## src/common/mem_pkg.sv

```systemverilog
// Local memory request format
package mem_pkg;

   //##########################################################
   // word geometry
   //##########################################################

   localparam int word_w     = 64;             // bits per word
   localparam int word_bytes = word_w / 8;     // byte lanes per word
   localparam int byte_off_w = 3;              // byte lane select
   localparam int mem_words  = 256;            // memory depth
   localparam int word_idx_w = 8;              // log2(mem_words)
   localparam int size_w     = 2;              // same coding as umi size

   localparam logic [size_w-1:0] size_full = 2'd3;   // 8 bytes

   //##########################################################
   // request from endpoint to memory
   //##########################################################

   // consumed whenever read or write is set and the memory is ready
   typedef struct packed
   {
      logic                    write;
      logic                    read;
      logic [word_idx_w-1:0]   index;      // word address
      logic [byte_off_w-1:0]   byte_off;   // first byte written
      logic [size_w-1:0]       size;       // 2**size bytes
      logic [word_w-1:0]       wrdata;     // low bytes carry the payload
   } mem_req_t;

endpackage

```

## src/common/umi_pkg.sv

```systemverilog
// UMI packet format
package umi_pkg;

   //##########################################################
   // field widths
   //##########################################################

   localparam int addr_w    = 32;   // dstaddr and srcaddr
   localparam int data_w    = 64;   // one full data word
   localparam int size_w    = 2;    // log2 of bytes in transfer
   localparam int options_w = 8;    // opaque, echoed in responses
   localparam int cmd_w     = 3;
   localparam int pad_w     = 6;    // rounds packet up to 147 bits

   //##########################################################
   // command encoding
   //##########################################################

   typedef enum logic [cmd_w-1:0]
   {
      cmd_read      = 3'b001,   // request, wants a response
      cmd_write     = 3'b010,   // posted, no ack
      cmd_resp_read = 3'b011    // read data going back
   } umi_cmd_e;

   //##########################################################
   // packet layout, first field is the msb end
   //##########################################################

   typedef struct packed
   {
      umi_cmd_e               cmd;
      logic [size_w-1:0]      size;      // 0..3 -> 1,2,4,8 bytes
      logic [options_w-1:0]   options;
      logic [addr_w-1:0]      dstaddr;   // where the packet goes
      logic [addr_w-1:0]      srcaddr;   // where a response goes
      logic [data_w-1:0]      data;      // write data or read data
      logic [pad_w-1:0]       pad;       // zero
   } umi_packet_t;

endpackage
```

## src/endpoint/umi_endpoint.sv

```systemverilog
// UMI memory endpoint
`timescale 1ns/1ps

module umi_endpoint
(
   input  logic                           clk,
   input  logic                           nreset,
   // write channel
   input  logic                           umi0_in_valid,
   input  umi_pkg::umi_packet_t           umi0_in_packet,
   output logic                           umi0_in_ready,
   // read channel
   input  logic                           umi1_in_valid,
   input  umi_pkg::umi_packet_t           umi1_in_packet,
   output logic                           umi1_in_ready,
   // read responses
   output logic                           umi0_out_valid,
   output umi_pkg::umi_packet_t           umi0_out_packet,
   input  logic                           umi0_out_ready,
   // local memory
   output mem_pkg::mem_req_t              mem_req,
   input  logic [umi_pkg::data_w-1:0]     mem_rddata,
   input  logic                           mem_ready
);

   logic                   sel_valid;    // arbiter has a winner
   umi_pkg::umi_packet_t   sel_packet;   // winning packet
   logic                   accept;       // winner taken this cycle
   logic                   is_read;
   logic                   is_write;
   logic                   slot_free;    // response reg can take a read
   logic                   read_fire;    // read consumed by memory
   umi_pkg::umi_packet_t   resp_q;       // registered response

   //##########################################################
   // input arbiter
   //##########################################################

   umi_arbiter u_umi_arbiter
   (
      .in_valid   ({umi1_in_valid, umi0_in_valid}),
      .in_packet  ({umi1_in_packet, umi0_in_packet}),
      .in_ready   ({umi1_in_ready, umi0_in_ready}),
      .accept     (accept),
      .sel_valid  (sel_valid),
      .sel_packet (sel_packet)
   );

   assign is_read  = (sel_packet.cmd == umi_pkg::cmd_read);
   assign is_write = (sel_packet.cmd == umi_pkg::cmd_write);

   // one response in flight at most
   assign slot_free = ~umi0_out_valid | umi0_out_ready;   // empty or draining

   // writes go as soon as memory is ready, reads also need the slot
   // other commands get accepted and dropped so the channel never hangs
   assign accept    = sel_valid & mem_ready & (~is_read | slot_free);
   assign read_fire = accept & is_read;

   //##########################################################
   // decode to memory request
   //##########################################################

   always_comb
   begin
      mem_req.write    = accept & is_write;
      mem_req.read     = read_fire;
      // word index is dstaddr / 8, wrapping at memory depth
      mem_req.index    = sel_packet.dstaddr[mem_pkg::byte_off_w +: mem_pkg::word_idx_w];
      mem_req.byte_off = sel_packet.dstaddr[mem_pkg::byte_off_w-1:0];
      mem_req.size     = sel_packet.size;
      mem_req.wrdata   = sel_packet.data;   // low bytes hold the payload
   end

   //##########################################################
   // response valid
   //##########################################################

   // a new read can land while the old response drains, so set wins
   always_ff @(posedge clk or negedge nreset)
   begin
      if (!nreset)
      begin
         umi0_out_valid <= 1'b0;
      end
      else if (read_fire)
      begin
         umi0_out_valid <= 1'b1;
      end
      else if (umi0_out_ready)
      begin
         umi0_out_valid <= 1'b0;   // handshake done
      end
   end

   //##########################################################
   // response packet
   //##########################################################

   always_ff @(posedge clk)
   begin
      if (read_fire)
      begin
         resp_q.cmd     <= umi_pkg::cmd_resp_read;
         resp_q.size    <= sel_packet.size;      // echoed
         resp_q.options <= sel_packet.options;   // echoed
         resp_q.dstaddr <= sel_packet.srcaddr;   // back to requester
         resp_q.srcaddr <= '0;
         resp_q.data    <= mem_rddata;           // whole word
         resp_q.pad     <= '0;
      end
   end

   // stays put while the receiver stalls
   assign umi0_out_packet = resp_q;

endmodule

```

## src/logic/umi_arbiter.sv

```systemverilog
// Fixed priority UMI arbiter
`timescale 1ns/1ps

module umi_arbiter
(
   input  logic [1:0]                  in_valid,     // per channel request
   input  umi_pkg::umi_packet_t [1:0]  in_packet,
   output logic [1:0]                  in_ready,     // per channel grant
   input  logic                        accept,       // endpoint takes sel
   output logic                        sel_valid,
   output umi_pkg::umi_packet_t        sel_packet
);

   logic [1:0] grant;      // one hot, lowest valid wins
   logic       sel_idx;    // channel feeding sel_packet

   //##########################################################
   // priority select
   //##########################################################

   // channel 0 always wins, channel 1 only when 0 is idle
   always_comb
   begin
      grant[0] = in_valid[0];
      grant[1] = in_valid[1] & ~in_valid[0];
   end

   assign sel_idx   = grant[1];       // 0 unless channel 1 won
   assign sel_valid = |in_valid;      // anyone asking

   // packet of the winner, no register in the path
   assign sel_packet = in_packet[sel_idx];

   //##########################################################
   // ready back to the senders
   //##########################################################

   // loser sees ready low, so it keeps holding its packet
   assign in_ready = grant & {2{accept}};

endmodule

```

## config.mk

```make
export PLATFORM = sky130hd
export DESIGN_NAME = umi_endpoint
export DESIGN_NICKNAME = d
export VERILOG_FILES = /design/src/common/mem_pkg.sv /design/src/common/umi_pkg.sv /design/src/endpoint/umi_endpoint.sv /design/src/logic/umi_arbiter.sv
export SDC_FILE = /design/constraint.sdc
export NUM_CORES = 1
export LEC_CHECK = 0
export BUFFER_PORTS_ARGS = -buffer_cell sky130_fd_sc_hd__buf_2
export CELL_PAD_IN_SITES_DETAIL_PLACEMENT = 0
export CELL_PAD_IN_SITES_GLOBAL_PLACEMENT = 1
export CORE_AREA = 8 8 228 230
export CTS_CLUSTER_SIZE = 40
export DETAILED_ROUTE_END_ITERATION = 8
export DIE_AREA = 0 0 236 238
export PLACE_DENSITY_LB_ADDON = 0.1
export SYNTH_ARGS = -nofsm -noshare
export SYNTH_HDL_FRONTEND = slang
export SYNTH_HIERARCHICAL = 1
export SYNTH_SLANG_ARGS = --single-unit
```

## constraint.sdc

```tcl
create_clock -name clk -period 18.6 [get_ports clk]
set_input_delay 4.65 -clock clk [delete_from_list [all_inputs] [get_ports clk]]
set_output_delay 4.65 -clock clk [all_outputs]
set_load 0.01 [all_outputs]
```

==> results by group, run 1 <==
Timing
  • RSZ-0062 raised after global routing: no
  • Final hold viol count: 0
  • Final Critical Period: 11.33 ns
  • TNS Setup: 0 ns
  • Worst Slack Setup Final: 7.27 ns
  • Slew HR: 0.319
  • Slew Viols, Final: 0
  • Period utilisation layout: 0.609
  • Max frequency: 0.0882 GHz
  • Final Skew: 0.00830 ns
  • Setup Viol. Count Final: 0
  • WHS: 0.751 ns
  • Worst-Margin Slew: 1.02 ns

Place
  • IO buf count: 497
  • Detail Placement HPWL: 20.8 mm
  • GPL Wtd Cong: 0.687
  • Placement Setup Slack: 7.20 ns

Critical path
  • CP max FO: 55
  • Crit path capture type: output port
  • Stages on worst setup path: 5
  • Crit-path slowest cell: buf_4
  • FF-to-FF setup slack: 15.97 ns
  • CP required: 13.95 ns
  • Reg2reg path depth: 4
  • Worst Setup EP: mem_req[29]
  • FF-to-FF End: umi0_out_packet[52]$_DFFE_PP_
  • Top cell by count, worst path: buf_2
  • Kind of cell adding the most delay to the critical path: buffers and inverters
  • CP Class: in -> out
  • Critical Path Start: umi0_in_valid
  • CP Cell Sequence: buf_2 > nand2b_4 > buf_4 > mux2_4 > buf_2
  • WP buf/inv: 3
  • Reg2reg start: umi0_out_valid$_DFFE_PN0P_
  • CP peak stage delay: 0.84 ns
  • Crit path DAT: 6.68 ns
  • CP Launch Type: input port

Finish
  • Layout cells sized above 1: 0.799
  • Multi-input gate area: 1920 sq um
  • Final Net Count: 1,157
  • Final core utilization: 0.181
  • Sequential cell area: 3210 sq um
  • Area Overhead vs Synth: 60.3%
  • Fillers: 5,417

GRT
  • Initial antenna violation count: 2
  • First-pass GRT wire length: 34.2 mm
  • Pin count of the biggest net entering global routing: 62
  • Total Routing Usage GR: 0.0841
  • Grt total ovfl: 0
  • Vias in the first global route: 4,689

CTS
  • Post-CTS sizing: 0
  • Cts bufs inserted: 9
  • Clock slew seen by the registers of the worst setup and hold paths: 0.08 ns
  • Max clock buf depth: 2
  • Post-CTS setup buffers: 0
  • Root Buffer: clkbuf_16
  • H-tree depth: 3
  • CTS tree: yes
  • Clock sink count: 107
  • Cts hold-fix bufs: 0
  • Worst-Skew Late Latency: 0.37 ns

Floorplanning
  • Die height: 238 um
  • # rows: 81
  • Starting Density: 0.113
  • Die area: 56,200 sq um
  • Die X: 236 um
  • CORE AREA: 48,300 sq um
  • I/O pin total: 593

Route
  • DR pass1 iterations: 4
  • Detailed-route via count: 4,366
  • Post-DR wirelength/cell: 17.4 um
  • WL final: 24.7 mm
  • Residual DRC: 0
  • Post-route antenna net violation count: 0
  • Drt first-iter violations: 130
  • Via-per-instance ratio: 3.08

Pwr
  • Overall Power: 0.596 mW
  • Sw Share: 0.242
  • Sequential Power Share: 0.457
  • Power per cell area: 68.2 nW/um^2
  • Leakage: 4.18 nW
  • Sw power: 0.144 mW
  • Gate power share: 0.184
  • Internal: 0.452 mW
  • Max VDD drop: 42.0 uV
  • Part of the power in the clock network: 0.359

Hold path
  • Worst hold stages: 2
  • Hold WC Path Type: reg -> reg

Synth
  • Cells after synthesis: 299
  • Netlist Area Pre-Place: 5450 sq um
  • Yosys Warn Count: 6
  • Avg Inst Size Synth: 18.2 sq um

Job
  • MaxCap Viol Count: 0

Status
  • Status: complete, no violations
through the flow:
stage          area (sq um)  std cells
3_5_place_dp           8430       1404
5_1_grt                8740       1418
6_report               8740       1419
4_1_cts                8740       1418
3_3_place_gp           8430       1404
2_1_floorplan          5600        338
registers in the layout (all words and copies together), names as in the netlist:
| register | count |
|---|---|
| umi0_out_packet | 106 |
| umi0_out_valid | 1 |
layout make-up:
type / count / area share
Inverter: 1 / 0.000429
Timing Repair Buffer: 501 / 0.288
Antenna cell: 1 / 0.000286
Multi-Input combinational cell: 173 / 0.220
Tap cell: 622 / 0.0890
Sequential cell: 107 / 0.367
Clock buffer: 9 / 0.0258
Clock inverter: 5 / 0.00987
worst min-delay path by stage:
| stage | start | endpoint | slack (ns) |
|---|---|---|---|
| 3_5_place_dp | umi0_out_valid$_DFFE_PN0P_ | umi0_out_valid$_DFFE_PN0P_ | 0.75 |
| 5_1_grt | umi0_out_valid$_DFFE_PN0P_ | umi0_out_valid$_DFFE_PN0P_ | 0.79 |
| 3_3_place_gp | umi0_out_valid$_DFFE_PN0P_ | umi0_out_valid$_DFFE_PN0P_ | 0.74 |
| 6_report | umi0_out_valid$_DFFE_PN0P_ | umi0_out_valid$_DFFE_PN0P_ | 0.75 |
| 2_1_floorplan | umi0_out_valid$_DFFE_PN0P_ | umi0_out_valid$_DFFE_PN0P_ | 0.74 |
| 4_1_cts | umi0_out_valid$_DFFE_PN0P_ | umi0_out_valid$_DFFE_PN0P_ | 0.76 |
layer usage:
layer / GRT usage / vias to the layer above / wire [um]
li1: - / 2030 / -
met5: 0 / - / 24
met1: 0.0887 / 2041 / 9480
met3: 0.0438 / 12 / 2500
met2: 0.147 / 279 / 12500
met4: 0.0215 / 4 / 238
placed cells by master (no fill, tap or decap):
| cell | instances |
|---|---|
| a21oi_1 | 1 |
| and2_1 | 1 |
| buf_2 | 497 |
| buf_4 | 4 |
| bufinv_16 | 2 |
| clkbuf_16 | 9 |
| clkinv_4 | 1 |
| conb_1 | 41 |
| dfrtp_1 | 1 |
| diode_2 | 1 |
| edfxtp_1 | 106 |
| inv_1 | 1 |
| inv_6 | 2 |
| mux2_1 | 2 |
| mux2_2 | 32 |
| mux2_4 | 86 |
| nand2_1 | 1 |
| nand2b_4 | 1 |
| nor2_1 | 1 |
| nor2b_1 | 1 |
| nor3_4 | 1 |
| nor3b_1 | 1 |
| nor4b_1 | 1 |
| o21bai_1 | 1 |
| or2_2 | 1 |
| or3b_1 | 1 |
worst reg2reg max path, stage by stage, from the launching register on:
cell and delay [ns]:
dfrtp_1 0.37, nor2b_1 0.18, nor3_4 0.28, buf_4 0.59, buf_4 0.78
power groups by stage:
| stage | combinational (mW) | clock (mW) | sequential, mW |
|---|---|---|---|
| floorplan | 0.0606 | 0 | 0.281 |
| global placement | 0.113 | 0 | 0.278 |
| detailed placement | 0.113 | 0 | 0.278 |
| CTS | 0.113 | 0.232 | 0.272 |
| global route | 0.120 | 0.239 | 0.273 |
| finish | 0.110 | 0.214 | 0.272 |
No activity file was read; power rests on OpenSTA's default activity.
==> run 2: changes to the inputs <==
--- a/config.mk
+++ b/config.mk
@@ -8,10 +8,10 @@
 export BUFFER_PORTS_ARGS = -buffer_cell sky130_fd_sc_hd__buf_2
 export CELL_PAD_IN_SITES_DETAIL_PLACEMENT = 0
 export CELL_PAD_IN_SITES_GLOBAL_PLACEMENT = 1
-export CORE_AREA = 8 8 228 230
+export CORE_AREA = 8 8 223 225
 export CTS_CLUSTER_SIZE = 40
 export DETAILED_ROUTE_END_ITERATION = 8
-export DIE_AREA = 0 0 236 238
+export DIE_AREA = 0 0 231 233
 export PLACE_DENSITY_LB_ADDON = 0.1
 export SYNTH_ARGS = -nofsm -noshare
 export SYNTH_HDL_FRONTEND = slang
==> constraint.sdc (replaced) <==
create_clock -name clk -period 11.2 [get_ports clk]
set_input_delay 2.8 -clock clk [delete_from_list [all_inputs] [get_ports clk]]
set_output_delay 2.8 -clock clk [all_outputs]
set_load 0.01 [all_outputs]
==> run 2 against run 1 <==
  * Die area fell by 4.2%
  * Critical path depth did not move
  * Cell count fell by 0.99%
  * Non-clock buffer count unchanged
  * Register-to-register slack worse by 7.3 ns
  * Hold slack better by 0.0030 ns
  * Via count down 1.2%
  * Setup slack lost 3.7 ns
  * Core utilization increased by 0.88 points
  * Global-route usage up 0.11 points
  * Combinational power up 65%
  * Sequential cell count unchanged
  * Critical endpoint is now mem_req[23]
  * Largest cell class unchanged
  * Largest power group unchanged
==> results by group, run 2 (same netlist as run 1, synthesis figures left out) <==
Status
  • Status: complete, no violations

Route
  • Residual DRC: 0 (unchanged)
  • Drt first-iter violations: 76 (-42%)
  • Via-per-instance ratio: 3.07 (-0.23%)
  • Post-DR wirelength/cell: 17.5 um (+0.37%)
  • Post-route antenna net violation count: 0 (unchanged)
  • DR pass1 iterations: 4 (unchanged)
  • WL final: 24.6 mm (-0.62%)
  • Detailed-route via count: 4,313 (-1.2%)

Timing
  • Final Skew: 0.00798 ns (-0.000317 ns)
  • Slew HR: 0.438 (+0.120)
  • RSZ-0062 raised after global routing: no
  • Setup Viol. Count Final: 0 (unchanged)
  • TNS Setup: 0 ns (unchanged)
  • Worst Slack Setup Final: 3.55 ns (-3.72 ns)
  • Max frequency: 0.131 GHz
  • Final Critical Period: 7.65 ns
  • Worst-Margin Slew: 0.842 ns (-0.180 ns)
  • WHS: 0.754 ns (+0.00302 ns)
  • Slew Viols, Final: 0 (unchanged)
  • Period utilisation layout: 0.683
  • Final hold viol count: 0 (unchanged)

CTS
  • Max clock buf depth: 2 (unchanged)
  • Clock slew seen by the registers of the worst setup and hold paths: 0.07 ns (about the same)
  • Clock sink count: 107 (unchanged)
  • Root Buffer: clkbuf_16
  • Cts hold-fix bufs: 0 (unchanged)
  • Post-CTS setup buffers: 0 (unchanged)
  • Post-CTS sizing: 0 (unchanged)
  • Worst-Skew Late Latency: 0.36 ns (about the same)
  • Cts bufs inserted: 9 (unchanged)
  • H-tree depth: 3 (unchanged)
  • CTS tree: yes

Floorplanning
  • Die area: 53,800 sq um (-4.2%)
  • I/O pin total: 593 (unchanged)
  • Die X: 231 um (-2.1%)
  • Die height: 233 um (-2.1%)
  • CORE AREA: 46,100 sq um (-4.7%)
  • Starting Density: 0.118 (+0.00559)
  • # rows: 79 (-2.5%)

Finish
  • Final core utilization: 0.190 (+0.00879)
  • Fillers: 5,191 (-4.2%)
  • Layout cells sized above 1: 0.798 (about the same)
  • Layout Cells excl Fill: 1,405 (-0.99%)
  • Most common cell after layout, fill and taps aside: buf_2
  • # diodes: 0 (-1)
  • Number of flip-flops in the largest register: 106 (unchanged)
  • Sequential cell area: 3210 sq um (unchanged)
  • Final Net Count: 1,157 (unchanged)
  • Multi-input gate area: 1920 sq um (unchanged)
  • Area Overhead vs Synth: 60.2% (about the same)
  • Final instance area: 8740 sq um (about the same)
  • Most frequent cells in the layout: buf_2, edfxtp_1, mux2_4

Pwr
  • Overall Power: 0.995 mW (+67%)
  • Power per cell area: 114 nW/um^2 (+67%)
  • Max VDD drop: 65.7 uV (+56%)
  • Leakage: 4.19 nW (+0.20%)

GRT
  • Vias in the first global route: 4,781 (+2.0%)
  • Grt total ovfl: 0 (unchanged)
  • First-pass GRT wire length: 33.4 mm (-2.5%)
  • Initial antenna violation count: 2 (unchanged)
  • Pin count of the biggest net entering global routing: 56 (-9.7%)
  • Total Routing Usage GR: 0.0853 (+0.00113)

Place
  • Placement Setup Slack: 3.49 ns (-3.70 ns)
  • Placed Instances: 1,389 (-1.1%)
  • GPL Wtd Cong: 0.671 (-2.3%)
  • IO buf count: 497 (unchanged)
  • DP Area: 8410 sq um (-0.22%)
  • Detail Placement HPWL: 20.8 mm (+0.31%)

Critical path
  • CP Class: in -> out
  • Crit path capture type: output port
  • Crit path DAT: 4.85 ns (-1.83 ns)
  • CP Launch Type: input port
  • CP required: 8.40 ns (-5.55 ns)
  • CP max FO: 44 (-20%)

Hold path
  • Hold WC Path Type: reg -> reg

Job
  • MaxCap Viol Count: 0 (unchanged)
## run 2: cell count changes in the layout (fill, tap and decap cells not counted)
cell / change
inv_6: -2
inv_8: +2
clkinv_1: +1
clkinv_2: +1
diode_2: -1
## run 2: layout make-up
class / count / share of cell area
flip-flops and latches: 107 / 0.367
inverters: 1 / 0.000430
multi-input cells: 173 / 0.220
clock buffers: 9 / 0.0258
repair buffers: 501 / 0.288
well taps: 607 / 0.0869
clock inverters: 7 / 0.0115
## run 2: where the power goes
part,switching (mW),internal [mW],total [mW]
clock,0.161,0.199,0.360
sequential,0.00153,0.451,0.452
combinational,0.0786,0.104,0.182
total,0.241,0.753,0.995
## run 2: critical path, stage by stage
cell and delay [ns]:
buf_2 0.09, nand2b_4 0.57, buf_4 0.74, mux2_4 0.36
buf_2 0.14
## run 2: layer usage
| metal | vias to the layer above | track usage | wire length [um] |
|---|---|---|---|
| met2 | 323 | 0.147 | 11900 |
| met5 | - | 0 | 8 |
| met4 | 2 | 0.0232 | 278 |
| met1 | 1946 | 0.0859 | 9020 |
| met3 | 17 | 0.0520 | 3370 |
| li1 | 2025 | - | - |
## run 2: final timing paths
| path | slack, ns | from | cells past startpoint | to |
|---|---|---|---|---|
| max | 3.55 | umi0_in_valid | 5 | mem_req[23] |
| min | 0.75 | umi0_out_valid$_DFFE_PN0P_ | 2 | umi0_out_valid$_DFFE_PN0P_ |
| max reg2reg | 8.64 | umi0_out_valid$_DFFE_PN0P_ | 4 | umi0_out_packet[22]$_DFFE_PP_ |
| min reg2reg | 0.75 | umi0_out_valid$_DFFE_PN0P_ | 2 | umi0_out_valid$_DFFE_PN0P_ |
| max in group asynchronous | 8.92 | nreset | 1 | umi0_out_valid$_DFFE_PN0P_ |
| min in group asynchronous | 2.20 | nreset | 1 | umi0_out_valid$_DFFE_PN0P_ |
